$ cat src/design/soc_settings.svh
`ifndef SOC_SETTINGS_SVH
`define SOC_SETTINGS_SVH

//////////////////////////////////////////////////
// apb bus
//////////////////////////////////////////////////

`define APB_ADDR_WIDTH 18 // byte address, 256 KB window
`define APB_DATA_WIDTH 32

//////////////////////////////////////////////////
// slaves
//////////////////////////////////////////////////

`define MEM_WORDS 256 // main memory depth in words
`define NUM_TIMERS 4 // one plic source each

// plic field widths
`define PLIC_PRIO_WIDTH 3 // also the threshold width
`define PLIC_ID_WIDTH 3 // id 0 is reserved

//////////////////////////////////////////////////
// address map
//////////////////////////////////////////////////

// region field is paddr[17:16]
`define REGION_LSB 16
// timer index is paddr[5:4], 16-byte window per timer
`define TIMER_SEL_LSB 4

`endif
$ cat src/design/soc_pkg.sv
`default_nettype none

package soc_pkg;

    // top address bits, one value per slave kind
    typedef enum logic [1:0] {
        REGION_MEM   = 2'd0, // base 0x00000
        REGION_TIMER = 2'd1, // base 0x10000
        REGION_PLIC  = 2'd2, // base 0x20000
        REGION_NONE  = 2'd3 // nothing here, error response
    } region_e;

    // word index inside one timer window
    typedef enum logic [1:0] {
        TIMER_CTRL   = 2'd0, // bit 0 enable, bit 1 auto-reload
        TIMER_LOAD   = 2'd1, // reload value, write also loads count
        TIMER_COUNT  = 2'd2, // read only
        TIMER_STATUS = 2'd3 // bit 0 expired, w1c
    } timer_reg_e;

    // plic register groups
    typedef enum logic [1:0] {
        PLIC_PRIO      = 2'd0, // 0x000 + 4*id
        PLIC_ENABLE    = 2'd1, // 0x080
        PLIC_THRESHOLD = 2'd2, // 0x100
        PLIC_CLAIM     = 2'd3 // 0x104, read claims, write completes
    } plic_reg_e;

endpackage : soc_pkg

`default_nettype wire

$ cat src/design/apb_decoder.sv
`timescale 1ns/1ps
`default_nettype none

`include "soc_settings.svh"

module apb_decoder import soc_pkg::*; (
    input  wire                        psel_i,
    input  wire                        penable_i,
    input  wire [`APB_ADDR_WIDTH-1:0]  paddr_i,
    // slave responses
    input  wire [`APB_DATA_WIDTH-1:0]  mem_prdata_i,
    input  wire                        mem_pready_i,
    input  wire [`APB_DATA_WIDTH-1:0]  timer_prdata_i [`NUM_TIMERS],
    input  wire [`NUM_TIMERS-1:0]      timer_pready_i,
    input  wire [`APB_DATA_WIDTH-1:0]  plic_prdata_i,
    input  wire                        plic_pready_i,
    // selects
    output logic                       mem_psel_o,
    output logic [`NUM_TIMERS-1:0]     timer_psel_o,
    output logic                       plic_psel_o,
    // merged response to the master
    output logic [`APB_DATA_WIDTH-1:0] prdata_o,
    output logic                       pready_o,
    output logic                       pslverr_o
);

    localparam int TSEL_W     = $clog2(`NUM_TIMERS);
    localparam int MEM_BYTE_W = $clog2(`MEM_WORDS) + 2; // bytes covered by memory

    region_e           region;
    logic [TSEL_W-1:0] timer_idx;
    logic              mem_in_range;
    logic              unmapped;

    assign region       = region_e'(paddr_i[`REGION_LSB +: $bits(region_e)]);
    assign timer_idx    = paddr_i[`TIMER_SEL_LSB +: TSEL_W];
    assign mem_in_range = (paddr_i[`REGION_LSB-1:MEM_BYTE_W] == '0); // no aliasing
    assign unmapped     = (region == REGION_NONE) || (region == REGION_MEM && !mem_in_range);

    //////////////////////////////////////////////////
    // one-hot selects
    //////////////////////////////////////////////////

    always_comb begin
        mem_psel_o  = psel_i && (region == REGION_MEM) && mem_in_range;
        plic_psel_o = psel_i && (region == REGION_PLIC);
        for (int i = 0; i < `NUM_TIMERS; i++) begin
            timer_psel_o[i] = psel_i && (region == REGION_TIMER) && (timer_idx == TSEL_W'(i));
        end
    end

    //////////////////////////////////////////////////
    // response mux
    //////////////////////////////////////////////////

    always_comb begin
        prdata_o = '0; // unmapped reads return zero
        pready_o = psel_i && penable_i; // decoder answers for holes itself
        case (region)
            REGION_MEM: begin
                if (mem_in_range) begin
                    prdata_o = mem_prdata_i;
                    pready_o = mem_pready_i;
                end
            end
            REGION_TIMER: begin
                prdata_o = timer_prdata_i[timer_idx];
                pready_o = timer_pready_i[timer_idx];
            end
            REGION_PLIC: begin
                prdata_o = plic_prdata_i;
                pready_o = plic_pready_i;
            end
            default: ; // keep the error defaults
        endcase
    end

    // error only flagged in the access phase
    assign pslverr_o = psel_i && penable_i && unmapped;

endmodule : apb_decoder

`default_nettype wire

$ cat config.mk
export PLATFORM = sky130hd
export DESIGN_NAME = apb_decoder
export DESIGN_NICKNAME = d
export VERILOG_FILES = /design/src/design/soc_pkg.sv /design/src/design/apb_decoder.sv
export VERILOG_INCLUDE_DIRS = /design/src /design/src/design
export SDC_FILE = /design/constraint.sdc
export NUM_CORES = 1
export LEC_CHECK = 0
export CORE_AREA = 5 5 97 99
export DETAILED_ROUTE_END_ITERATION = 8
export DIE_AREA = 0 0 102 104
export DONT_BUFFER_PORTS = 1
export SETUP_SLACK_MARGIN = 0.4
export SLEW_MARGIN = 20
export SYNTH_ARGS = -nofsm -noshare
export SYNTH_HDL_FRONTEND = slang
export SYNTH_SLANG_ARGS = --single-unit
$ cat constraint.sdc
create_clock -name vclk -period 1.9
set_input_delay 0.38 -clock vclk [all_inputs]
set_output_delay 0.38 -clock vclk [all_outputs]
set_load 0.02 [all_outputs]
**After elaboration in Yosys (flattened, before gate mapping)**

Index checks and enable logic that the tools add are counted.

- Flip-flop bits (word level): 0
- Output and inout bits: 40
- Bits of input ports: 218

- Bitwise operators: 1
- Eq/ne operators: 6
- Reductions and logical operators: 16
- Mux-type cells: 9
- Order comparisons: 2

Operator list:

| cell | count |
|---|---|
| two-way mux 32 bit | 3 |
| one-hot mux 32 bit (3 select lines) | 1 |
| binary-select mux 32 bit (select 2 bit) | 1 |
| logical AND 1 bit | 11 |
| equality test 2 bit, second input constant | 4 |
| logical NOT 6 bit | 1 |
| equality test 2 x 1 -> 1 bit, second input constant | 2 |
| logical NOT 2 bit | 2 |
| greater-or-equal comparator 3 bit, second input constant | 1 |
| < comparator 2 x 3 -> 1 bit, second input constant | 1 |
| NOT 2 -> 3 bit | 1 |
| one-hot mux 1 bit (3 select lines) | 1 |
| binary-select mux 1 bit (select 2 bit) | 1 |
| two-way mux 1 bit | 2 |
| logical NOT 1 bit | 1 |
| logical OR 1 bit | 1 |

**Logic depth before layout (Yosys ltp)**

- Depth in word-level cells: 5
- Depth in mapped cells: 5

**Worst setup path before layout**

No wires, ideal clock.

- Path type: input -> output
- Start: in paddr_i[11]
- End: out mem_psel_o
- Arrival: 1.458 ns
- Buffers on the path: 0
- Stages: 2
- Slack: 0.062 ns
- Cell sequence: or4_1 > nor3_1

- Longest elaborated chain between the ends: 2

Ends and longest elaborated chain:

| item | RTL line | text |
|---|---|---|
| from (decl) | apb_decoder.sv:9 | `` input wire [`APB_ADDR_WIDTH-1:0] paddr_i, `` |
| logical NOT 6 bit | apb_decoder.sv:37 | `` assign mem_in_range = (paddr_i[`REGION_LSB-1:MEM_BYTE_W] == '0); `` |
| logical AND 1 bit | apb_decoder.sv:45 | `mem_psel_o = psel_i && (region == REGION_MEM) && mem_in_range;` |
| to (decl) | apb_decoder.sv:18 | `output logic mem_psel_o,` |

Every way passes these cells.

**Worst setup path after layout**

- Start: in paddr_i[11]
- End: out pready_o

- Longest elaborated chain between the ends: 3

Ends and longest elaborated chain:

| item | RTL line | text |
|---|---|---|
| logical NOT 6 bit | apb_decoder.sv:37 |  |
| two-way mux 1 bit | apb_decoder.sv:61 | `if (mem_in_range) begin` |
| one-hot mux 1 bit (3 select lines) | apb_decoder.sv:59 | `case (region)` |
| to (decl) | apb_decoder.sv:23 | `output logic pready_o,` |

Every way passes these cells.

==> metrics.csv <==
stage;metric;value;unit
status;outcome;completed;
logic_synthesis;Synth Area in Compound Gates;0.0194;
setup_path;crit-path max FO;3;
global_route;first-pass GRT wire length;12.1;mm
detailed_routing;ANT nets after route;0;
detailed_routing;detailed-route wire length per cell;26.2;um
place;DP Cell Count;311;
finish;Seq cells;0;
logic_synthesis;adder-cell share of the synthesized area;0;
detailed_routing;via/cell ratio;5.99;
logic_synthesis;cell count after synthesis;215;
global_route;GRT Total Usage;0.142;
place;Final Wtd Congestion;0.765;
sta;endpoints failing hold;0;
finish;ratio of cells with drive above 1 in the final layout;0.481;
logic_synthesis;mux cell area share after synthesis;0.442;
logic_synthesis;largest family of logic cells by synthesized area;simple AND/OR/NAND/NOR gates;
logic_synthesis;Synth cell types;26;
setup_path;critical path endpoint category;output pin;
finish;antenna cell count;0;
setup_path;CP Data Required Time;1.52;ns
worst_hold_path;worst hold path class;input port to output pin;
sta;Slew Limit Fails;0;
logic_synthesis;sequential area share after synthesis;0;
setup_path;worst setup path end;pready_o;
sta;Final WS setup;0.142;ns
sta;minimum clock period;1.76;ns
global_route;pin count of the biggest net entering global routing;39;
setup_path;critical path arrival;1.38;ns
logic_synthesis;post-synthesis simple-gate area fraction;0.449;
power;Peak VDD IR;0.0000510;V
place;port bufs;0;
logic_synthesis;Synth Net Count;433;
global_route;antenna violations before repair;0;
job;Max Cap Violations;0;
detailed_routing;Initial DRC Count;108;
die;Initial Utilization;0.198;
detailed_routing;total number of vias;1917;
cts;hold-fix buffers at CTS;0;
power;Power Dens Cells;198;mW/mm^2
detailed_routing;drt total wl;8.40;mm
sta;final setup fails;0;
global_route;gr ovfl total;0;
detailed_routing;DRT Pass-1 Iters;4;
finish;FF/Latch Area;0;um^2
place;placed cell areas;0.00199;mm^2
logic_synthesis;xor and xnor area share after synthesis;0;
sta;achievable clock frequency;0.569;GHz
finish;Layout Nets;432;
worst_hold_path;HP Start;paddr_i[4];
setup_path;class of the most critical setup path;input port to output pin;
sta;Worst slew margin;0.786;
finish;clock buffers;0;
logic_synthesis;Syn. warnings;0;
power;Pwr Total;431;uW
die;Die Wd;102;um
place;dpl hpwl;6.72;mm
die;core footprint;0.00847;mm^2
power;Pleak;0.857;nW
die;I/O pin total;258;
die;die area;0.0106;mm^2
setup_path;crit start category;input port;
finish;Layout area overhead;29.3;%
sta;fin crit share;0.925;
finish;post-layout instance area;0.00217;mm^2
die;site row count;34;
sta;worst-margin pin slew;0.321;ns
detailed_routing;Residual DRC;0;
setup_path;launch point of the worst path;paddr_i[11];
die;Die H;104;um
place;DP Worst Slack;0.140;ns
sta;RSZ-0062 raised after global routing;yes;
global_route;vias in the first global route;2060;
logic_synthesis;Syn Area/Cell;7.80;um^2
sta;Setup TNS;0;ns
finish;Finished Layout Cells;320;
logic_synthesis;Cell Area, Synth;0.00168;mm^2
-- Yosys cell counts (2+ instances only) --
cell type	number	area, um^2
nand2_1	68	255
nand4_1	34	213
o21ai_0	2	10.0
buf_12	2	40.0
clkbuf_1	9	33.8
mux4_2	32	721
nor3_1	2	10.0
nand3_1	32	160
nor3b_1	3	22.5
buf_2	13	65.1
nor2b_1	3	18.8
-- critical path: stages --
cell and delay, ns:
or4_4 0.54, o2111ai_2 0.18, nand4_1 0.27
-- repair_timing --
action	CTS	global route
cloned	4	0
gates resized for setup	10	3
pin swaps	50	16
buffers inserted	4	1
setup endpoints to repair	36	37
-- through the flow --
step           hold WS (ns)   util
4_1_cts               0.809  0.253
5_1_grt               0.809  0.256
6_report              0.807  0.256
2_1_floorplan         0.870      -
3_5_place_dp          0.809  0.235
3_3_place_gp          0.808  0.235
-- final cells by class --
type / instances / area [um^2]
fillers: 905 / 6300
repair buffers: 22 / 289
multi-input cells: 190 / 1750
well taps: 108 / 135
-- how the worst min path moves through the flow --
stage                            to  slack (ns)  cells after the start
global placement    timer_psel_o[0]        0.81                      1
floorplan                 pslverr_o        0.87                      2
detailed placement  timer_psel_o[0]        0.81                      1
finish              timer_psel_o[0]        0.81                      1
global route        timer_psel_o[0]        0.81                      1
CTS                 timer_psel_o[0]        0.81                      1
-- cell usage in the layout, fill, tap and decap left out, drive strengths merged --
| master | netlist | layout |
|---|---|---|
| or4 | 1 | 1 |
| or2 | 1 | 1 |
| nand3 | 32 | 32 |
| and3 | 1 | 1 |
| o2111ai | 1 | 1 |
| and4 | 1 | 1 |
| mux4 | 32 | 32 |
| nand4 | 34 | 34 |
| and2 | 1 | 1 |
| a2bb2oi | 1 | 1 |
| mux2 | 1 | 1 |
| nor3b | 3 | 3 |
| mux2i | 1 | 1 |
| nand2 | 68 | 68 |
| buf | 16 | 22 |
| nand3b | 1 | 1 |
| a21oi | 1 | 1 |
| o21ai | 2 | 2 |
| nor2b | 3 | 3 |
| nor3 | 2 | 2 |
| nor4 | 1 | 1 |
| nor2 | 2 | 2 |
-- power by group --
| part | internal, mW | switching, mW |
|---|---|---|
| clock | 0 | 0 |
| combinational | 0.205 | 0.225 |
| sequential | 0 | 0 |
-- kinds of logic (layout without fill, tap and decap cells) --
group,after synthesis,in the layout
mux,34,34
buf+inv,25,22
simple gates,151,151
compound gates,5,5
-- per-layer routing --
layer / GRT usage / vias to the layer above / routed length, um / share of wire
li1: - / 842 / - / -
met3: 0.0275 / 6 / 876 / 0.10
met1: 0.174 / 924 / 2910 / 0.35
met5: 0 / - / 0 / 0
met2: 0.262 / 145 / 4550 / 0.54
met4: 0.0112 / 0 / 61 / 0.0073
Power figures use the tool's default switching activity.
