`config.mk`:
```
export PLATFORM = sky130hd
export DESIGN_NAME = timer_unit
export DESIGN_NICKNAME = d
export VERILOG_FILES = /design/src/design/soc_pkg.sv /design/src/design/timer_unit.sv
export VERILOG_INCLUDE_DIRS = /design/src /design/src/design
export SDC_FILE = /design/constraint.sdc
export NUM_CORES = 1
export LEC_CHECK = 0
export BUFFER_PORTS_ARGS = -buffer_cell sky130_fd_sc_hd__buf_2
export CAP_MARGIN = 20
export CELL_PAD_IN_SITES_DETAIL_PLACEMENT = 1
export CELL_PAD_IN_SITES_GLOBAL_PLACEMENT = 1
export CORE_MARGIN = 3
export CORE_UTILIZATION = 40
export CTS_CLUSTER_DIAMETER = 80
export CTS_CLUSTER_SIZE = 40
export DETAILED_ROUTE_END_ITERATION = 10
export MAX_ROUTING_LAYER = met4
export PLACE_DENSITY = 0.89
export SYNTH_ARGS = -nofsm -noshare
export SYNTH_HDL_FRONTEND = slang
export SYNTH_SLANG_ARGS = --single-unit
```
`constraint.sdc`:
```
create_clock -name clk_i -period 3.4 [get_ports clk_i]
set_clock_uncertainty 0.1 [all_clocks]
set_input_delay 0.17 -clock clk_i [delete_from_list [all_inputs] [get_ports clk_i]]
set_output_delay 0.17 -clock clk_i [all_outputs]
set_load 0.005 [all_outputs]
```
`src/design/soc_settings.svh`:
```
`ifndef SOC_SETTINGS_SVH
`define SOC_SETTINGS_SVH

//////////////////////////////////////////////////
// apb bus
//////////////////////////////////////////////////

`define APB_ADDR_WIDTH 18 // byte address, 256 KB window
`define APB_DATA_WIDTH 32

//////////////////////////////////////////////////
// slaves
//////////////////////////////////////////////////

`define MEM_WORDS 256 // main memory depth in words
`define NUM_TIMERS 4 // one plic source each

// plic field widths
`define PLIC_PRIO_WIDTH 3 // also the threshold width
`define PLIC_ID_WIDTH 3 // id 0 is reserved

//////////////////////////////////////////////////
// address map
//////////////////////////////////////////////////

// region field is paddr[17:16]
`define REGION_LSB 16
// timer index is paddr[5:4], 16-byte window per timer
`define TIMER_SEL_LSB 4

`endif
```
`src/design/soc_pkg.sv`:
```
`default_nettype none

package soc_pkg;

    // top address bits, one value per slave kind
    typedef enum logic [1:0] {
        REGION_MEM   = 2'd0, // base 0x00000
        REGION_TIMER = 2'd1, // base 0x10000
        REGION_PLIC  = 2'd2, // base 0x20000
        REGION_NONE  = 2'd3 // nothing here, error response
    } region_e;

    // word index inside one timer window
    typedef enum logic [1:0] {
        TIMER_CTRL   = 2'd0, // bit 0 enable, bit 1 auto-reload
        TIMER_LOAD   = 2'd1, // reload value, write also loads count
        TIMER_COUNT  = 2'd2, // read only
        TIMER_STATUS = 2'd3 // bit 0 expired, w1c
    } timer_reg_e;

    // plic register groups
    typedef enum logic [1:0] {
        PLIC_PRIO      = 2'd0, // 0x000 + 4*id
        PLIC_ENABLE    = 2'd1, // 0x080
        PLIC_THRESHOLD = 2'd2, // 0x100
        PLIC_CLAIM     = 2'd3 // 0x104, read claims, write completes
    } plic_reg_e;

endpackage : soc_pkg

`default_nettype wire

```
`src/design/timer_unit.sv`:
```
`timescale 1ns/1ps
`default_nettype none

`include "soc_settings.svh"

module timer_unit import soc_pkg::*; (
    input  wire                        clk_i,
    input  wire                        reset_i,
    input  wire                        psel_i,
    input  wire                        penable_i,
    input  wire                        pwrite_i,
    input  wire [`APB_ADDR_WIDTH-1:0]  paddr_i,
    input  wire [`APB_DATA_WIDTH-1:0]  pwdata_i,
    output logic [`APB_DATA_WIDTH-1:0] prdata_o,
    output logic                       pready_o,
    output logic                       irq_o
);

    timer_reg_e                 reg_sel;
    logic                       enable_q; // ctrl bit 0
    logic                       reload_q; // ctrl bit 1
    logic                       expired_q; // status bit 0
    logic [`APB_DATA_WIDTH-1:0] load_q;
    logic [`APB_DATA_WIDTH-1:0] count_q;
    logic                       wr_en;
    logic                       expire_evt;

    assign reg_sel    = timer_reg_e'(paddr_i[3:2]);
    assign wr_en      = psel_i && penable_i && pwrite_i && pready_o;
    assign expire_evt = enable_q && (count_q == '0);

    // one access cycle, never stalls
    always_ff @(posedge clk_i) begin
        if (reset_i) begin
            pready_o <= 1'b0;
        end else begin
            pready_o <= psel_i && !penable_i;
        end
    end

    //////////////////////////////////////////////////
    // counter and register file
    //////////////////////////////////////////////////

    always_ff @(posedge clk_i) begin
        if (reset_i) begin
            enable_q  <= 1'b0;
            reload_q  <= 1'b0;
            expired_q <= 1'b0;
            load_q    <= '0;
            count_q   <= '0;
        end else begin
            if (expire_evt) begin
                expired_q <= 1'b1;
                if (reload_q) begin
                    count_q <= load_q; // periodic mode
                end else begin
                    enable_q <= 1'b0; // one-shot stops at zero
                end
            end else if (enable_q) begin
                count_q <= count_q - 1'b1;
            end
            // bus writes override the counter in the same cycle
            if (wr_en) begin
                case (reg_sel)
                    TIMER_CTRL: begin
                        enable_q <= pwdata_i[0];
                        reload_q <= pwdata_i[1];
                    end
                    TIMER_LOAD: begin
                        load_q  <= pwdata_i;
                        count_q <= pwdata_i;
                    end
                    TIMER_STATUS: begin
                        // a fresh expiry beats the clear
                        if (pwdata_i[0] && !expire_evt) begin
                            expired_q <= 1'b0;
                        end
                    end
                    default: ; // count is read only
                endcase
            end
        end
    end

    always_comb begin
        prdata_o = '0;
        case (reg_sel)
            TIMER_CTRL:   prdata_o[1:0] = {reload_q, enable_q};
            TIMER_LOAD:   prdata_o      = load_q;
            TIMER_COUNT:  prdata_o      = count_q;
            TIMER_STATUS: prdata_o[0]   = expired_q;
            default: ;
        endcase
    end

    assign irq_o = expired_q; // level, held until w1c

endmodule : timer_unit

`default_nettype wire

```
Word-level counts from Yosys, hierarchy flattened

Index checks and enable logic that the tools add are counted.

Input port bits: 55
Word-level logic and storage cells: 38
Flip-flop bits (word level): 68

Add/sub/neg operators: 1
Reduce and logical (&&, ||, !) cells: 12
Equality and inequality tests: 3
Mux-type cells: 16

Operators by type and width:

| kind                                                                  | number |
|---|---|
| 32-bit 2-to-1 mux                                                     | 5 |
| 30-bit one-hot mux with 2 select lines                                | 1 |
| 32-bit logical NOT                                                    | 1 |
| 32-bit by 1-bit subtractor with 32-bit output (second input constant) | 1 |
| 1-bit 2-to-1 mux                                                      | 8 |
| 1-bit logical AND                                                     | 6 |
| 2-bit == test (second input constant)                                 | 2 |
| 1-bit one-hot mux with 4 select lines                                 | 1 |
| 2-bit AND reduction                                                   | 2 |
| 1-bit one-hot mux with 3 select lines                                 | 1 |
| 2-bit by 1-bit == test with 1-bit output (second input constant)      | 1 |
| 1-bit logical NOT                                                     | 2 |
| 2-bit logical NOT                                                     | 1 |

Longest topological paths before layout

Depth in word-level cells: 7
Mapped depth: 11
Gate-level depth less buffers: 8

Worst setup path after synthesis

No wires, ideal clock.

Kind: register -> register
Start: reg count_q[18]
End: reg count_q[28]
Stages on the path, launching flop included: 7
Buffers on the path: 1
Data arrival time: 2351 ps
Slack: 818 ps
Setup time: 131 ps
Data required time: 3169 ps
Period minus slack after synthesis: 2582 ps
Cell sequence: dfxtp_1 or4_4 or4b_4 or4_4 buf_6 a211oi_2 o31ai_1

Cells in the longest elaborated chain, start to end: 5
Elaborated cells between the ends (all ways): 7
Classes of those cells: 1 x add/sub; 4 x mux; 2 x reduce/logical

Ends and longest elaborated chain:

| what                                                                                       | line                               | source |
|---|---|---|
| start: declaration                                                                         | timer_unit.sv:24                   | `` logic [`APB_DATA_WIDTH-1:0] count_q; `` |
| start signal: assignment                                                                   | timer_unit.sv:56                   | `count_q <= load_q;` |
| start signal: assignment                                                                   | timer_unit.sv:61                   | `count_q <= count_q - 1'b1;` |
| start signal: assignment                                                                   | timer_unit.sv:72                   | `count_q <= pwdata_i;` |
| 32-bit by 1-bit subtractor with 32-bit output / 32-bit logical NOT (equally long branches) | timer_unit.sv:61, timer_unit.sv:30 |  |
| 32-bit 2-to-1 mux / 1-bit logical AND (equally long branches)                              | timer_unit.sv:60, timer_unit.sv:30 |  |
| 32-bit 2-to-1 mux *                                                                        | timer_unit.sv:53                   | `if (expire_evt) begin` |
| 32-bit 2-to-1 mux                                                                          | timer_unit.sv:65                   | `case (reg_sel)` |
| 32-bit 2-to-1 mux *                                                                        | timer_unit.sv:64                   | `if (wr_en) begin` |

Mark *: on every way between the ends. The rest lies on a longest branch, timed or not.
A chain may end at the register's enable or synchronous reset.

Final worst setup path

Start: reg count_q[18]
End: reg count_q[11]

Cells in the longest elaborated chain, start to end: 5

Ends and longest elaborated chain:

| what                 | line             | source |
|---|---|---|
| 32-bit logical NOT * | timer_unit.sv:30 | `assign expire_evt = enable_q && (count_q == '0);` |
| 1-bit logical AND *  | timer_unit.sv:30 |  |
| 32-bit 2-to-1 mux *  | timer_unit.sv:53 |  |
| 32-bit 2-to-1 mux    | timer_unit.sv:65 |  |
| 32-bit 2-to-1 mux *  | timer_unit.sv:64 |  |

Marks and branches as above.

==> results_dict.tcl <==
set metrics [dict create \
    async_flop_share_pct 0 \
    grt.busiest_layer "met2" \
    dieArea_um2 11200 \
    path_clk_slew_ns 0.08 \
    grt_setup_unrepaired "no" \
    cts_sinks 68 \
    met1_usage_pct 31.70 \
    synth_cells 514 \
    synth.yosys.warnings 0 \
    post_cts_buffers 0 \
    finalWirelength_um 13970 \
    fin_crit_ns 3.025 \
    finalInstanceArea_um2 4876 \
    grt.overflow.total 0 \
    core_um2 9459 \
    antenna_cells 0 \
    grt_pass1_vias 4473 \
    cts_hold_buf 22 \
    end_kind "register" \
    syn_area_per_cell_um2 7.758 \
    dr_total_vias 4222 \
    grt_max_degree 51 \
    insertion_delay_ns 0.35 \
    syn_area_um2 3988 \
    final_nets 650 \
    dieHeight_um 105.8 \
    syn_nets 575 \
    drive_gt1_share_pct 18.52 \
    maxCapViolCount 0 \
    post-route-drc-count 0 \
    cts-resized-gates 0 \
    yosysSeqAreaShare_pct 34.14 \
    drtIter0Drc 300 \
    initial_core_util_pct 42.16 \
    rr_worst_depth 7 \
    ioPinCount 89 \
    synth_edf_count 0 \
    grt_pass1_wl_um 23040 \
    worstHoldStart "pwdata_i[21]" \
    max_slew.worst_pin.slew_ns 0.8687 \
    use_met3_pct 3.307 \
    fp-row-count 35 \
    critPathArrivalTime_ns 3.15 \
    fin_crit_sh_pct 88.98 \
    antenna_found_initial 0 \
    whs_path_depth 3 \
    gp_congestion 0.8261 \
    vdd_drop_max_uv 168.4 \
    maxSlewViolCount 0 \
    hold_end "load_q[21]" \
    max_freq_mhz 330.5 \
    reg2reg_to "count_q[11]" \
    slew_headroom_pct 42.09 \
    wl_per_cell_um 19.32 \
    ant_nets 0 \
    place_hpwl_um 8518 \
    leakagePower_nw 1.843 \
    fin_setup_tns_ns 0 \
    drtPass1Iterations 5 \
    required_ns 3.52 \
    hold_violations 0 \
    io_buffers 72 \
    numCtsBuffers 9 \
    synthFlopType "dfxtp_1" \
    viasPerCell 5.840 \
    outcome "finished clean" \
    crit_fanout 9 \
    cts_buffer_depth 2 \
    grtUsageMet2_pct 44.26 \
    cts_tree "built" \
    timing.rr.start "count_q[18]" \
    setup_violations 0 \
    syn_to_final_growth_pct 22.28 \
    htreeDepth 3 \
    hp-class "input pin to register" \
    worstSetupPathType "register to register" \
    synth_cell_types 51 \
    grt_util_all_layers_pct 25.98 \
    dieWidth_um 105.8 \
    ys_seq_elements 68 \
    root_buffer "clkbuf_8" \
    worstSetupStartpointType "register" \
    reg2reg_setup_slack_ns 0.37 \
    place_area_um2 4431 \
    power_density_nw_per_um2 350.7 \
]
## kinds of logic (layout without fill, tap and decap cells)
kind of cell               Yosys count  in the layout  synth area share, %
DFF                                 68             68                34.14
and+or+nand+nor                    201            201                25.13
muxes                               25             25                6.370
buffers and inverters               46            126                4.769
xor gates and xnor gates            22             22                4.832
AOI/OAI and AO/OA                  146            146                22.87
adders and majority gates            6              6                1.883
## registers in the layout (all words and copies together), names as in the netlist
signal,count
load_q,32
reload_q,1
pready_o,1
irq_o,1
count_q,32
enable_q,1
## per-layer routing
layer  routed length [µm]  part of all wire (%)  up-vias
li1                     -                     -     1998
met1                 6082                    44     2039
met2                 6794                    49      152
met3                  756                   5.4       33
met4                  337                   2.4        0
met5                    0                     0        -
## worst max path at each step
stage	start	slack, ns	end
finish	count_q[18]	0.37	count_q[11]
global route	count_q[14]	0.24	count_q[28]
CTS	count_q[18]	0.46	count_q[9]
detailed placement	count_q[18]	0.51	count_q[11]
global placement	count_q[18]	0.58	count_q[15]
floorplan	count_q[18]	0.82	count_q[28]
## critical path: stages (launching register included)
cell and delay (ns):
dfxtp_1 0.39, or4_4 0.59, or4b_4 0.55, nor4_4 0.60
buf_4 0.29, a21oi_1 0.10, o21ai_0 0.13, o21ai_0 0.13
## where the power goes
group          internal [mW]  switching, mW
sequential             0.799        0.00403
clock                  0.432          0.340
combinational         0.0595         0.0767
## cells in the final DEF, fill, tap and decap left out, types with 3 or more instances in the layout
master	instances
buf_2	72
dfxtp_1	67
dlygate4sd3_1	22
o211ai_1	5
nor3_1	16
mux2i_1	22
nand2_1	86
buf_4	11
nand2b_1	3
nor4_1	12
a22oi_1	30
xnor2_1	7
nor2b_1	33
ha_1	6
nand3_1	12
or3_1	7
o21ai_0	16
a21oi_1	62
nor2_1	16
o22ai_1	6
a211oi_1	6
mux2_2	3
clkinvlp_4	3
clkbuf_8	10
xor2_1	15
inv_1	5
## cells in the mapped netlist (all sizes together), types with 4 or more instances
| cell | count | area, µm² |
|---|---|---|
| o22ai | 6 | 37.54 |
| or4 | 4 | 37.53 |
| xor2 | 15 | 131.4 |
| o21ai | 18 | 90.09 |
| dfxtp | 68 | 1361 |
| xnor2 | 7 | 61.31 |
| a21oi | 62 | 310.3 |
| nor4 | 13 | 87.58 |
| nand2 | 86 | 322.8 |
| a22oi | 30 | 225.2 |
| buf | 4 | 32.53 |
| or3 | 7 | 43.79 |
| o211ai | 5 | 37.54 |
| a211oi | 7 | 57.55 |
| nor2b | 33 | 206.5 |
| inv | 5 | 18.77 |
| nor2 | 16 | 60.06 |
| nand3 | 12 | 60.06 |
| clkbuf | 37 | 138.9 |
| ha | 6 | 75.07 |
| mux2i | 22 | 220.2 |
| nor3 | 16 | 80.08 |
## per-stage QoR
stage	utilization [%]	instances	hold WS (ns)	total power [mW]	worst slack, ns
detailed placement	46.84	685	0.2499	0.9341	0.5104
global placement	46.84	685	0.2461	0.9306	0.5842
global route	51.55	723	0.01562	1.767	0.2375
CTS	51.55	723	0.001090	1.709	0.4628
floorplan	-	514	0.1461	0.8834	0.8185
finish	51.55	723	0.003486	1.710	0.3746
## area by class of cell
type                    count  area [µm²]
inverters                   5       18.77
multi-input cells         400        2445
clock buffers              10       137.6
well taps                 129       161.4
fillers                  1188        4583
repair buffers            105       663.1
clock inverters             6       87.58
flip-flops and latches     68        1363
Note: power is estimated with default switching activity, not from simulation.
