<file path="config.mk">
export PLATFORM = sky130hd
export DESIGN_NAME = plic
export DESIGN_NICKNAME = d
export VERILOG_FILES = /design/src/design/soc_pkg.sv /design/src/design/plic.sv
export VERILOG_INCLUDE_DIRS = /design/src /design/src/design
export SDC_FILE = /design/constraint.sdc
export NUM_CORES = 1
export LEC_CHECK = 0
export ABC_CLOCK_PERIOD_IN_PS = 8500
export BUFFER_PORTS_ARGS = -buffer_cell sky130_fd_sc_hd__clkbuf_2
export CAP_MARGIN = 20
export CORE_MARGIN = 2
export CORE_UTILIZATION = 53
export CTS_BUF_LIST = sky130_fd_sc_hd__clkbuf_2 sky130_fd_sc_hd__clkbuf_4 sky130_fd_sc_hd__clkbuf_8
export DETAILED_ROUTE_END_ITERATION = 7
export GPL_ROUTABILITY_DRIVEN = 0
export PLACE_DENSITY = 0.88
export SLEW_MARGIN = 0
export SYNTH_ARGS = -nofsm -noshare
export SYNTH_HDL_FRONTEND = slang
export SYNTH_SLANG_ARGS = --single-unit
</file>
<file path="constraint.sdc">
create_clock -name clk_i -period 8.5 [get_ports clk_i]
set_input_delay 0.425 -clock clk_i [delete_from_list [all_inputs] [get_ports clk_i]]
set_output_delay 0.425 -clock clk_i [all_outputs]
set_load 0.05 [all_outputs]
</file>
<file path="src/design/soc_settings.svh">
`ifndef SOC_SETTINGS_SVH
`define SOC_SETTINGS_SVH

//////////////////////////////////////////////////
// apb bus
//////////////////////////////////////////////////

`define APB_ADDR_WIDTH 18 // byte address, 256 KB window
`define APB_DATA_WIDTH 32

//////////////////////////////////////////////////
// slaves
//////////////////////////////////////////////////

`define MEM_WORDS 256 // main memory depth in words
`define NUM_TIMERS 4 // one plic source each

// plic field widths
`define PLIC_PRIO_WIDTH 3 // also the threshold width
`define PLIC_ID_WIDTH 3 // id 0 is reserved

//////////////////////////////////////////////////
// address map
//////////////////////////////////////////////////

// region field is paddr[17:16]
`define REGION_LSB 16
// timer index is paddr[5:4], 16-byte window per timer
`define TIMER_SEL_LSB 4

`endif
</file>
<file path="src/design/soc_pkg.sv">
`default_nettype none

package soc_pkg;

    // top address bits, one value per slave kind
    typedef enum logic [1:0] {
        REGION_MEM   = 2'd0, // base 0x00000
        REGION_TIMER = 2'd1, // base 0x10000
        REGION_PLIC  = 2'd2, // base 0x20000
        REGION_NONE  = 2'd3 // nothing here, error response
    } region_e;

    // word index inside one timer window
    typedef enum logic [1:0] {
        TIMER_CTRL   = 2'd0, // bit 0 enable, bit 1 auto-reload
        TIMER_LOAD   = 2'd1, // reload value, write also loads count
        TIMER_COUNT  = 2'd2, // read only
        TIMER_STATUS = 2'd3 // bit 0 expired, w1c
    } timer_reg_e;

    // plic register groups
    typedef enum logic [1:0] {
        PLIC_PRIO      = 2'd0, // 0x000 + 4*id
        PLIC_ENABLE    = 2'd1, // 0x080
        PLIC_THRESHOLD = 2'd2, // 0x100
        PLIC_CLAIM     = 2'd3 // 0x104, read claims, write completes
    } plic_reg_e;

endpackage : soc_pkg

`default_nettype wire

</file>
<file path="src/design/plic.sv">
`timescale 1ns/1ps
`default_nettype none

`include "soc_settings.svh"

module plic import soc_pkg::*; (
    input  wire                        clk_i,
    input  wire                        reset_i,
    input  wire                        psel_i,
    input  wire                        penable_i,
    input  wire                        pwrite_i,
    input  wire [`APB_ADDR_WIDTH-1:0]  paddr_i,
    input  wire [`APB_DATA_WIDTH-1:0]  pwdata_i,
    input  wire [`NUM_TIMERS-1:0]      src_i, // src_i[n] is source id n+1
    output logic [`APB_DATA_WIDTH-1:0] prdata_o,
    output logic                       pready_o,
    output logic                       irq_o
);

    localparam int N  = `NUM_TIMERS;
    localparam int PW = `PLIC_PRIO_WIDTH;
    localparam int IW = `PLIC_ID_WIDTH;

    logic [PW-1:0] prio_q [N];
    logic [N-1:0]  enable_q;
    logic [N-1:0]  pending_q;
    logic [N-1:0]  in_service_q; // claimed, not yet completed
    logic [PW-1:0] threshold_q;
    plic_reg_e     reg_sel;
    logic [IW-1:0] addr_id; // source id of a prio access
    logic [IW-1:0] best_id;
    logic [PW-1:0] best_prio;
    logic          access;
    logic          wr_en;
    logic          claim_rd;
    logic          complete_wr;

    // group from offset bits 8:7, bit 2 splits threshold from claim
    always_comb begin
        case (paddr_i[8:7])
            2'd0:    reg_sel = PLIC_PRIO;
            2'd1:    reg_sel = PLIC_ENABLE;
            default: reg_sel = paddr_i[2] ? PLIC_CLAIM : PLIC_THRESHOLD;
        endcase
    end

    assign addr_id     = paddr_i[2 +: IW];
    assign access      = psel_i && penable_i && pready_o;
    assign wr_en       = access && pwrite_i;
    assign claim_rd    = access && !pwrite_i && (reg_sel == PLIC_CLAIM);
    assign complete_wr = wr_en && (reg_sel == PLIC_CLAIM);

    always_ff @(posedge clk_i) begin
        if (reset_i) begin
            pready_o <= 1'b0;
        end else begin
            pready_o <= psel_i && !penable_i;
        end
    end

    //////////////////////////////////////////////////
    // arbitration
    //////////////////////////////////////////////////

    // strict compare, so the lowest id keeps a tie
    always_comb begin
        best_id   = '0;
        best_prio = threshold_q; // must beat the threshold
        for (int i = 0; i < N; i++) begin
            if (pending_q[i] && enable_q[i] && (prio_q[i] > best_prio)) begin
                best_id   = IW'(i + 1);
                best_prio = prio_q[i];
            end
        end
    end

    assign irq_o = (best_id != '0);

    //////////////////////////////////////////////////
    // gateways and config registers
    //////////////////////////////////////////////////

    always_ff @(posedge clk_i) begin
        if (reset_i) begin
            for (int i = 0; i < N; i++) begin
                prio_q[i] <= '0;
            end
            enable_q     <= '0;
            pending_q    <= '0;
            in_service_q <= '0;
            threshold_q  <= '0;
        end else begin
            for (int i = 0; i < N; i++) begin
                if (claim_rd && (best_id == IW'(i + 1))) begin
                    pending_q[i]    <= 1'b0;
                    in_service_q[i] <= 1'b1;
                end else begin
                    if (src_i[i] && !in_service_q[i]) begin
                        pending_q[i] <= 1'b1; // level gateway
                    end
                    if (complete_wr && (pwdata_i[IW-1:0] == IW'(i + 1))) begin
                        in_service_q[i] <= 1'b0;
                    end
                end
                if (wr_en && (reg_sel == PLIC_PRIO) && (addr_id == IW'(i + 1))) begin
                    prio_q[i] <= pwdata_i[PW-1:0];
                end
            end
            if (wr_en && (reg_sel == PLIC_ENABLE)) begin
                enable_q <= pwdata_i[N:1]; // bit 0 is reserved source
            end
            if (wr_en && (reg_sel == PLIC_THRESHOLD)) begin
                threshold_q <= pwdata_i[PW-1:0];
            end
        end
    end

    always_comb begin
        prdata_o = '0;
        case (reg_sel)
            PLIC_PRIO: begin
                for (int i = 0; i < N; i++) begin
                    if (addr_id == IW'(i + 1)) begin
                        prdata_o[PW-1:0] = prio_q[i];
                    end
                end
            end
            PLIC_ENABLE:    prdata_o[N:0]    = {enable_q, 1'b0};
            PLIC_THRESHOLD: prdata_o[PW-1:0] = threshold_q;
            PLIC_CLAIM:     prdata_o[IW-1:0] = best_id; // 0 means nothing to claim
            default: ;
        endcase
    end

endmodule : plic

`default_nettype wire

</file>
; Word-level counts from Yosys, hierarchy flattened
; Memories as Yosys holds them, arrays and structs flattened.
; Cells that the tools add are included.
[totals]
mem_count = 1
mem_bits_rw = 12
word_cells = 128
inputBits = 59
out_inout_bits = 34
regBits = 16
[op_classes]
n_bitwise = 4
n_reduce_logical = 51
n_lt_le_gt_ge = 4
mux = 41
eq_ne = 16
[mem_list]
columns = name, depth, width, rd, rd_ports_with_merged_regs, write_ports, line
row1 = prio_q, 4, 3, 4, 0, 4, plic.sv:24  ; logic [PW-1:0] prio_q [N];
[op_table]
columns = operator, n
row1 = two-way mux 3 bit, 14
row2 = logical AND 1 bit, 34
row3 = two-way mux 1 bit, 24
row4 = "== test 3 x 2 -> 1 bit, second input constant", 6
row5 = > comparator 3 bit, 4
row6 = case mux 3 bit (4 select lines), 1
row7 = "== test 3 x 1 -> 1 bit, second input constant", 3
row8 = "== test 3 bit, second input constant", 3
row9 = nonzero test 2 bit, 4
row10 = OR reduction 2 bit, 4
row11 = zero test 1 bit, 6
row12 = "== test 2 x 1 -> 1 bit, second input constant", 2
row13 = "== test 2 bit, second input constant", 2
row14 = zero test 2 bit, 2
row15 = bitwise OR 1 bit, 4
row16 = case mux 2 bit (2 select lines), 1
row17 = nonzero test 3 bit, 1
row18 = two-way mux 2 bit, 1

; Longest topological paths before layout
; Gate-level depths: netlist of the first run.
; An unclocked memory read counts as a cell.
[depth]
word_depth = 16
mapped_depth = 26
ltp_nobuf = 26

; Worst setup path after synthesis of the first run
; Ideal clock, no wire load.
[synth_timing]
path_kind = reg-to-output
startpoint = mem prio_q[0][1] in the netlist's numbering
endpoint = out prdata_o[0]
setup_slack_ps = 2493
path_stages_with_launch = 26
n_path_buf = 0
arrival_ps = 5582
cell_sequence = edfxtp_1 > ha_1 > nor2b_4 > o311a_4 > nand2_1 > o21ai_0 > ha_1 > nor2_1 > o311ai_0 > a31o_4 > o32ai_1 > a221oi_2 > a31oi_1 > ha_1 > nor2b_1 > o21a_1 > o2111a_1 > a31o_2 > o22ai_1 > ha_1 > nor2b_1 > o21ai_0 > a21oi_1 > nor2_1 > o21ai_0 > a21oi_1
[synth_lines]
columns = element, line
row1 = "start, declared", plic.sv:24
row2 = "end, declared", plic.sv:15  ; output logic [`APB_DATA_WIDTH-1:0] prdata_o,

==> results of run 1 <==
-- flip-flops by register name (all words and copies together) (netlist names) --
register      flops
prio_q           12
enable_q          4
in_service_q      4
pending_q         4
threshold_q       3
pready_o          1
-- cell usage after synthesis (2+ instances only) --
library cell / number / area [um2]
nor4_1: 2 / 12.5
a31oi_1: 2 / 12.5
nand2_1: 8 / 30.0
buf_4: 27 / 203
nor2_1: 20 / 75.1
o311ai_0: 2 / 17.5
a21oi_1: 11 / 55.1
mux2_2: 2 / 22.5
nor2b_1: 4 / 25.0
or3_1: 2 / 12.5
o22ai_1: 2 / 12.5
a211oi_1: 5 / 37.5
a22oi_1: 3 / 22.5
clkbuf_1: 6 / 22.5
inv_1: 12 / 45.0
nor3b_1: 4 / 30.0
ha_1: 10 / 125
nand3b_1: 3 / 22.5
mux2_4: 2 / 30.0
o21ai_0: 14 / 70.1
a31o_2: 3 / 26.3
nand3_1: 6 / 30.0
edfxtp_1: 12 / 360
and3_1: 8 / 50.1
and3b_1: 3 / 26.3
and2_1: 6 / 37.5
dfxtp_1: 16 / 320
o2111ai_1: 2 / 17.5
nor3_1: 4 / 20.0
nand4_1: 4 / 25.0
a21o_1: 3 / 22.5
mux2i_1: 9 / 90.1
-- critical path: stages (launching register included) --
cell and delay (ps):
edfxtp_1 520, ha_1 390, nor2_1 80, a31oi_2 220, nand2_1 220, o21ai_0 400, ha_1 330, nor2_1 200
o311ai_0 190, a31o_4 260, o22ai_1 230, nand2_2 110, mux2_4 300, ha_1 170, nor2b_1 110, o21a_1 130
o2111a_1 330, nor2_1 70, a221oi_1 320, ha_1 300, nand3_1 70, nand3_1 80, a21oi_1 390, mux2i_1 140
a21oi_1 210, clkbuf_2 300
-- layer usage --
layer  GRT usage  part of all wire  wire, um
met1       0.301              0.42      2050
met2       0.397              0.50      2400
met3      0.0217             0.065       315
met4      0.0663             0.015        72
met5           0                 0         0
-- logic make-up after synthesis --
logic type / count (synthesis) / synth area share
flops: 28 / 0.322
other cells: 1 / 0.00177
fa+ha+maj: 10 / 0.0591
simple gates: 79 / 0.212
mux: 13 / 0.0674
compound gates: 61 / 0.211
buf+inv: 45 / 0.128
-- area by class of cell --
type                    count  area [um2]  area share
inverters                  12        45.0      0.0203
multi-input cells         190        1260       0.568
well taps                  48        60.1      0.0270
flip-flops and latches     28         681       0.306
clock buffers               4        48.8      0.0220
repair buffers             25         125      0.0563
-- worst max-delay path by stage --
stage | from | depth (start not counted) | to
after global routing | prio_q[0][2] | 26 | prdata_o[0]
after global placement | prio_q[0][1] | 25 | prdata_o[2]
after detailed placement | prio_q[0][2] | 25 | prdata_o[2]
final | prio_q[0][2] | 25 | prdata_o[2]
after floorplan | prio_q[0][1] | 25 | prdata_o[0]
after CTS | prio_q[0][2] | 25 | prdata_o[2]
-- per-stage QoR --
step | instances | hold WS, ps
floorplan | 263 | 436
global placement | 303 | 444
detailed placement | 303 | 449
CTS | 307 | 339
global route | 307 | 336
finish | 307 | 339
-- power by group through the flow --
stage | Clock, mW | Sequential (mW) | Combinational, mW
after floorplan | 0 | 0.148 | 0.0554
after global placement | 0 | 0.149 | 0.0562
after detailed placement | 0 | 0.149 | 0.0573
after CTS | 0.0772 | 0.146 | 0.0575
after global routing | 0.0829 | 0.146 | 0.0622
final | 0.0766 | 0.146 | 0.0579
==> impl_metrics.tcl, run 1 <==
set metrics [dict create \
    total_power_mw 0.281 \
    hpwl_um 3730 \
    grt_pass1_wl_um 7740 \
    switching_share 0.318 \
    antenna_cells 0 \
    antenna_found_initial 0 \
    ir_drop_v 0.0000789 \
    cts_resized 0 \
    track_usage 0.228 \
    grt_pass1_vias 1652 \
    drive_gt1_frac 0.178 \
    vias 1803 \
    cts_tree "built" \
    coreArea_um2 3740 \
    fin_crit_ps 6750 \
    start_util 0.565 \
    grt_max_degree 24 \
    finalHoldViolations 0 \
    ctsRootBufferMaster "clkbuf_8" \
    viasPerCell 5.87 \
    share_seq_of_total_power 0.521 \
    worstRegToRegCells 25 \
    post_cts.repair.setup_buffers 0 \
    cts-htree-levels 1 \
    dieArea_um2 4510 \
    drc 0 \
    clockBufferDepth 2 \
    final_core_util 0.594 \
    synth-main-ff-cell "dfxtp_1" \
    syn_inst 237 \
    worst_pin_slew_ps 716 \
    rsz0062_at_grt "no" \
    power.density_nw_per_um2 126 \
    fillers 362 \
    clock_skew_ps 5.53 \
    rows 22 \
    slew_viol_final 0 \
    crit_required_ps 8080 \
    internal-power_mw 0.191 \
    cp-start-kind "register" \
    mappedNetlistArea_um2 2120 \
    postRouteAntennaNets 0 \
    synth_edf_count 12 \
    min_period_over_period 0.794 \
    cp_max_fo 7 \
    die_h_um 67.2 \
    io_pins 93 \
    hp-class "in -> reg" \
    hp-start "penable_i" \
    min_to "pready_o" \
    post-place-ws_ps 2090 \
    setup_tns_ps 0 \
    setup_ws_ps 1750 \
    synth_seq_area_share 0.322 \
    r2r_end "pending_q[0]" \
    nets 329 \
    switchingPower_mw 0.0893 \
    cts_made_buffers 3 \
    maxCapViolations 0 \
    area_delta_synth_final_pct 5.03 \
    worstSetupPathType "reg -> out" \
    rr_startpoint "prio_q[0][1]" \
    end_kind "output port" \
    io_buffers 25 \
    mostFrequentLayoutCells "conb_1, clkbuf_2, nor2_1, dfxtp_1, o21ai_0" \
    synth.distinct_cells 52 \
    status "finished clean" \
    r2r_slack_ps 2420 \
    leakagePower_nw 0.929 \
    cp.arrival_ps 6330 \
    holdBufCountCts 0 \
    max_freq_mhz 148 \
    clk_transition_reported_paths_ps 90 \
    overflow 0 \
    die_x_um 67.2 \
    totalWireLength_um 4840 \
    detail_route.iter0.violations 139 \
    async_flop_share 0 \
    dpl_cell_area_um2 2170 \
    comb_power_share 0.206 \
    synth_warnings 0 \
    p_clk_frac 0.273 \
    final_common_cell "conb_1" \
    syn_avg_cell_area_um2 8.93 \
    whs_path_depth 2 \
    relSlewSlack 0.522 \
    drt_pass1_iterations 4 \
    setup_viol 0 \
    cts_sinks 28 \
    clk_latency_ps 270 \
    postSynthRegisterBits 28 \
    stdcell_area_um2 2220 \
    wire_per_inst_um 15.8 \
]
No activity file was read; power rests on OpenSTA's default activity.
==> run 2: changes to the inputs <==
Settings changed: ABC_CLOCK_PERIOD_IN_PS 8500 to 5900, CORE_UTILIZATION 53 to 44, PLACE_DENSITY 0.88 to 0.78.
Clock period 8.5 ns to 5.9 ns, I/O delays scaled along.
==> run 2 against run 1 <==
Net effect: sequential share of layout area decreased by 4.4 points; utilization decreased by 4.1 points; critical path depth is 1 lower; via count rose by 9.2%; largest power group unchanged; design area rose by 17%; clock power rose by 97%; critical path type unchanged.
==> impl_metrics.tcl, run 2 (same netlist as run 1, synthesis figures left out) <==
set metrics [dict create \
    drc 0 \
    viasPerCell 5.91 \
    ir_drop_v 0.000134 \
    holdWs_ps 197 \
    fin_crit_ps 5750 \
    worst_pin_slew_ps 682 \
    rr_startpoint "prio_q[0][1]" \
    cts_made_buffers 3 \
    drt_pass1_iterations 4 \
    postRouteAntennaNets 0 \
    hp-start "penable_i" \
    hp-class "in -> reg" \
    clk_transition_reported_paths_ps 100 \
    final_common_cell "conb_1" \
    max_freq_mhz 174 \
    area_delta_synth_final_pct 22.6 \
    ctsRootBufferMaster "clkbuf_8" \
    power.density_nw_per_um2 174 \
    nets 349 \
    end_kind "output port" \
    vias 1968 \
    leakagePower_nw 1.08 \
    mostFrequentLayoutCells "conb_1, buf_4, clkbuf_2, nor2_1, dfxtp_1" \
    status "finished clean" \
    io_buffers 25 \
    final_cell_count_no_fill 333 \
    grt_pass1_vias 1730 \
    worstRegToRegCells 25 \
    top_register "prio_q" \
    finalHoldViolations 0 \
    slew_viol_final 0 \
    clock_skew_ps 5.96 \
    dp.cells 321 \
    start_util 0.451 \
    grt_pass1_wl_um 7820 \
    largest_reg_flops 12 \
    cts_tree "built" \
    crit_start "prio_q[0][1]" \
    dieArea_um2 5380 \
    io_pins 93 \
    final_core_util 0.553 \
    die_h_um 73.3 \
    min_period_over_period 0.975 \
    coreArea_um2 4690 \
    wire_per_inst_um 16.2 \
    clockBufferDepth 2 \
    slowest_stage "edfxtp_1" \
    antenna_cells 0 \
    totalWireLength_um 5400 \
    setup_viol 0 \
    cp_cell_sequence "ha_4, nor2b_4, o311a_4, nand2_4, o21ai_4, ha_4, nor2_4, nand2_2, o211ai_1, mux2_4, a221oi_4, a31oi_1, ha_1, nor2b_4, o21a_1, o2111a_2, a31o_4, o22ai_2, ha_1, nor2b_4, o21ai_2, a21oi_4, or3_1, buf_4" \
    detail_route.iter0.violations 90 \
    maxCapViolations 0 \
    hpwl_um 3870 \
    cts_sinks 28 \
    rows 25 \
    cp-start-kind "register" \
    worstSetupPathType "reg -> out" \
    total_power_mw 0.452 \
    r2r_end "pending_q[0]" \
    relSlewSlack 0.545 \
    cp_max_fo 5 \
    track_usage 0.186 \
    r2r_slack_ps 490 \
    cp-endpoint "irq_o" \
    antenna_found_initial 0 \
    cts-htree-levels 1 \
    overflow 0 \
    cp.arrival_ps 5460 \
    clk_latency_ps 280 \
    crit_required_ps 5610 \
    crit_path_max_incr_delay_ps 480 \
    setup_tns_ps 0 \
    holdBufCountCts 0 \
    die_x_um 73.3 \
    fillers 426 \
    critPathMostFrequentCell "nor2b_4" \
    grt_max_degree 24 \
    drive_gt1_frac 0.323 \
]
[run 2: how the worst min path moves through the flow]
stage / end / slack (ps) / cells after the start
6_report: pready_o / 200 / 2
5_1_grt: pready_o / 200 / 2
4_1_cts: pready_o / 200 / 2
3_5_place_dp: in_service_q[0] / 450 / 2
3_3_place_gp: in_service_q[0] / 450 / 2
2_1_floorplan: pready_o / 370 / 1
[run 2: worst max-delay path: cells and delay by family (launching register included)]
kind	cells	cell delay (ps)
compound gates	11	2050
fa+ha+maj	4	1180
simple gates	7	960
buf+inv	1	200
mux	1	330
flops	1	480
[run 2: per-layer routing]
layer  routed length, um  GRT usage  vias to the layer above
li1                    -          -                      917
met1                2210      0.231                      920
met3                 359     0.0192                       18
met5                   0          0                        -
met4                 178     0.0828                        0
met2                2660      0.325                      113
[run 2: power by group]
part	internal (mW)	switching, mW
Sequential	0.206	0.00471
Clock	0.0909	0.0603
Combinational	0.0209	0.0694
Total	0.318	0.134
[run 2: area by class of cell]
cell class / instances / area, um2 / share of cell area
clock buffer: 3 / 41.3 / 0.0159
clock inverter: 1 / 30.0 / 0.0116
inverter: 12 / 45.0 / 0.0174
multi-input combinational: 190 / 1440 / 0.555
sequential: 28 / 682 / 0.263
tap: 54 / 67.6 / 0.0260
timing repair buffer: 45 / 289 / 0.111
[run 2: stage by stage]
step | worst slack [ps] | area, um2
floorplan | 22.7 | 2210
global placement | 54.9 | 2270
detailed placement | 55.2 | 2270
CTS | 10.5 | 2370
global route | -47.8 | 2590
finish | 145 | 2590
[run 2: repair_timing]
action	in CTS	in global routing
setup endpoints to repair	4	5
gates resized for setup	9	38
pin swaps	0	14
setup buffers	0	8
hold endpoints to repair	0	0
==> run 3: changes to the inputs <==
Settings changed: ABC_AREA set to 1, PLACE_DENSITY 0.78 to 0.79.
==> run 3 against run 2 <==
Net effect: sequential share of layout area up 5.4 points; non-clock buffer count down 20; clock-buffer cell count up 1; clock skew down 0.71 ps; sequential power about the same; via count down 10%; synthesized cell count up 15%; register-to-register slack better by 750 ps; largest cell class unchanged.
==> impl_metrics.tcl, run 3 <==
set metrics [dict create \
    status "finished clean" \
    synth_top_cells_by_count "nand2_1, nor2_1, inv_1" \
    hp-start "penable_i" \
    postSynthRegisterBits 28 \
    vias 1763 \
    grt_max_degree 21 \
    r2r_slack_ps 1240 \
    worst_pin_slew_ps 569 \
    io_pins 93 \
    cp-start-kind "register" \
    mostFrequentLayoutCells "nand2_1, inv_1, nor2_1, conb_1, clkbuf_2" \
    wire_per_inst_um 12.3 \
    rsz0062_at_grt "no" \
    cts_tree "built" \
    rr_startpoint "threshold_q[2]" \
    grt_pass1_wl_um 7120 \
    die_x_um 71.6 \
    synth_fa_ha_area_frac 0.0622 \
    drt_pass1_iterations 4 \
    antenna_cells 0 \
    synth_edf_count 12 \
    cp.arrival_ps 5040 \
    maxCapViolations 0 \
    async_flop_share 0 \
    cp_max_fo 9 \
    leakagePower_nw 1.02 \
    post_cts.repair.setup_buffers 0 \
    coreArea_um2 4380 \
    crit_required_ps 5610 \
    power.density_nw_per_um2 189 \
    nets 369 \
    critPathMostFrequentCell "nand3_1" \
    synth-xor-area-share 0 \
    worstRegToRegCells 31 \
    min_period_over_period 0.904 \
    yosys.area_share.simple 0.288 \
    yosysMostFrequentCell "nand2_1" \
    synth_compound_area_frac 0.126 \
    slew_viol_final 0 \
    grt_pass1_vias 1618 \
    met1Wirelength_um 1900 \
    worstSetupPathType "reg -> out" \
    setup_ws_ps 567 \
    top_register "prio_q" \
    io_buffers 25 \
    postRouteAntennaNets 0 \
    slowest_stage "dfxtp_1" \
    r2r_end "pending_q[1]" \
    overflow 0 \
    syn_avg_cell_area_um2 7.37 \
    hp-class "in -> reg" \
    totalWireLength_um 4320 \
    start_util 0.459 \
    finalHoldViolations 0 \
    min_to "pready_o" \
    dr_wl_met3_um 231 \
    ctsRootBufferMaster "clkbuf_8" \
    setup_tns_ps 0 \
    synth_top_family_by_area "simple AND/OR/NAND/NOR gates" \
    synth_seq_area_share 0.338 \
    cts-htree-levels 1 \
    cts_sinks 28 \
    largest_reg_flops 12 \
    hpwl_um 3520 \
    synth.distinct_cells 35 \
    post-place-ws_ps 754 \
    setup_viol 0 \
    end_kind "output port" \
    clk_latency_ps 280 \
    detail_route.iter0.violations 90 \
    max_freq_mhz 187 \
    viasPerCell 5.02 \
    clock_skew_ps 5.25 \
    synth_area_leaders "edfxtp_1, dfxtp_1, buf_4" \
    area_delta_synth_final_pct 6.71 \
    crit_path_max_incr_delay_ps 400 \
    rows 24 \
    synth-main-ff-cell "dfxtp_1" \
    final_common_cell "nand2_1" \
    clk_transition_reported_paths_ps 90 \
    dieArea_um2 5130 \
    track_usage 0.173 \
    cts_made_buffers 3 \
    synthMuxAreaShare 0 \
    synth_warnings 0 \
    syn_inst 273 \
    die_h_um 71.6 \
    synth_top_cell_by_area "edfxtp_1" \
    final_core_util 0.490 \
    antenna_found_initial 0 \
    ir_drop_v 0.000171 \
    wl_met2_um 2130 \
    clockBufferDepth 2 \
    drc 0 \
    top_layer_used "met4" \
    mappedNetlistArea_um2 2010 \
    relSlewSlack 0.620 \
    whs_path_depth 2 \
    fin_crit_ps 5330 \
    drive_gt1_frac 0.207 \
    synthDominantCellAreaShare 0.179 \
]
## run 3: cell count changes after synthesis, moves of 5 or more
cell	delta
nand2_2	+5
and3_1	-8
and2_1	-6
o21ai_0	-8
mux2i_1	-9
a211oi_1	-5
o21ai_1	+9
inv_2	+10
inv_1	+19
nor2_1	+12
nand3_1	+14
nand2_1	+32
## run 3: layout make-up
| cell class | instances | area (um2) |
|---|---|---|
| inverter | 43 | 161 |
| tap | 52 | 65.1 |
| sequential | 28 | 681 |
| timing repair buffer | 25 | 125 |
| fill | 435 | 2240 |
| clock buffer | 4 | 55.1 |
| multi-input combinational | 199 | 1060 |
## run 3: metrics by stage
| step | cell area, um2 | std cells | hold slack [ps] | total power, mW |
|---|---|---|---|---|
| final | 2150 | 351 | 187 | 0.406 |
| after global routing | 2150 | 351 | 182 | 0.422 |
| after CTS | 2150 | 351 | 188 | 0.408 |
| after detailed placement | 2090 | 347 | 461 | 0.292 |
| after global placement | 2090 | 347 | 455 | 0.291 |
| after floorplan | 2110 | 299 | 364 | 0.291 |
## run 3: worst max path at each step
stage                        start  slack (ps)     endpoint
finish              threshold_q[2]         570  prdata_o[2]
global route        threshold_q[2]          70  prdata_o[2]
CTS                 threshold_q[2]         440  prdata_o[2]
detailed placement  threshold_q[2]         750  prdata_o[2]
global placement    threshold_q[2]         810  prdata_o[2]
floorplan           threshold_q[2]         990  prdata_o[2]
## run 3: timing repair
action	CTS	global route
hold buffers	0	0
resized for setup	0	1
hold endpoints to repair	0	0
endpoints found under the setup margin	0	1
## run 3: critical path, delay by kind of cell, from the launching register on
kind / cells / cell delay [ps]
buffers and inverters: 4 / 620
AO/OA/AOI/OAI: 3 / 340
AND/OR/NAND/NOR: 19 / 2270
flip-flops: 1 / 400
adder cells (fa/ha/maj): 4 / 1130
## run 3: cells by family (layout without fill, tap and decap cells)
logic type	count (synthesis)	after routing
and+or+nand+nor	119	119
other	1	27
AOI/OAI and AO/OA	43	43
buffers and inverters	72	72
DFF	28	28
adders and majority gates	10	10
## run 3: metal layers
metal,GRT usage,vias to the layer above
li1,-,898
met1,0.236,799
met2,0.290,59
met3,0.0197,7
met4,0.0461,0
met5,0,-
## run 3: report_power, final
group | leakage, nW | internal, mW | switching [mW]
clock | 0.0288 | 0.0598 | 0.0583
sequential | 0.259 | 0.206 | 0.00312
combinational | 0.729 | 0.0140 | 0.0652
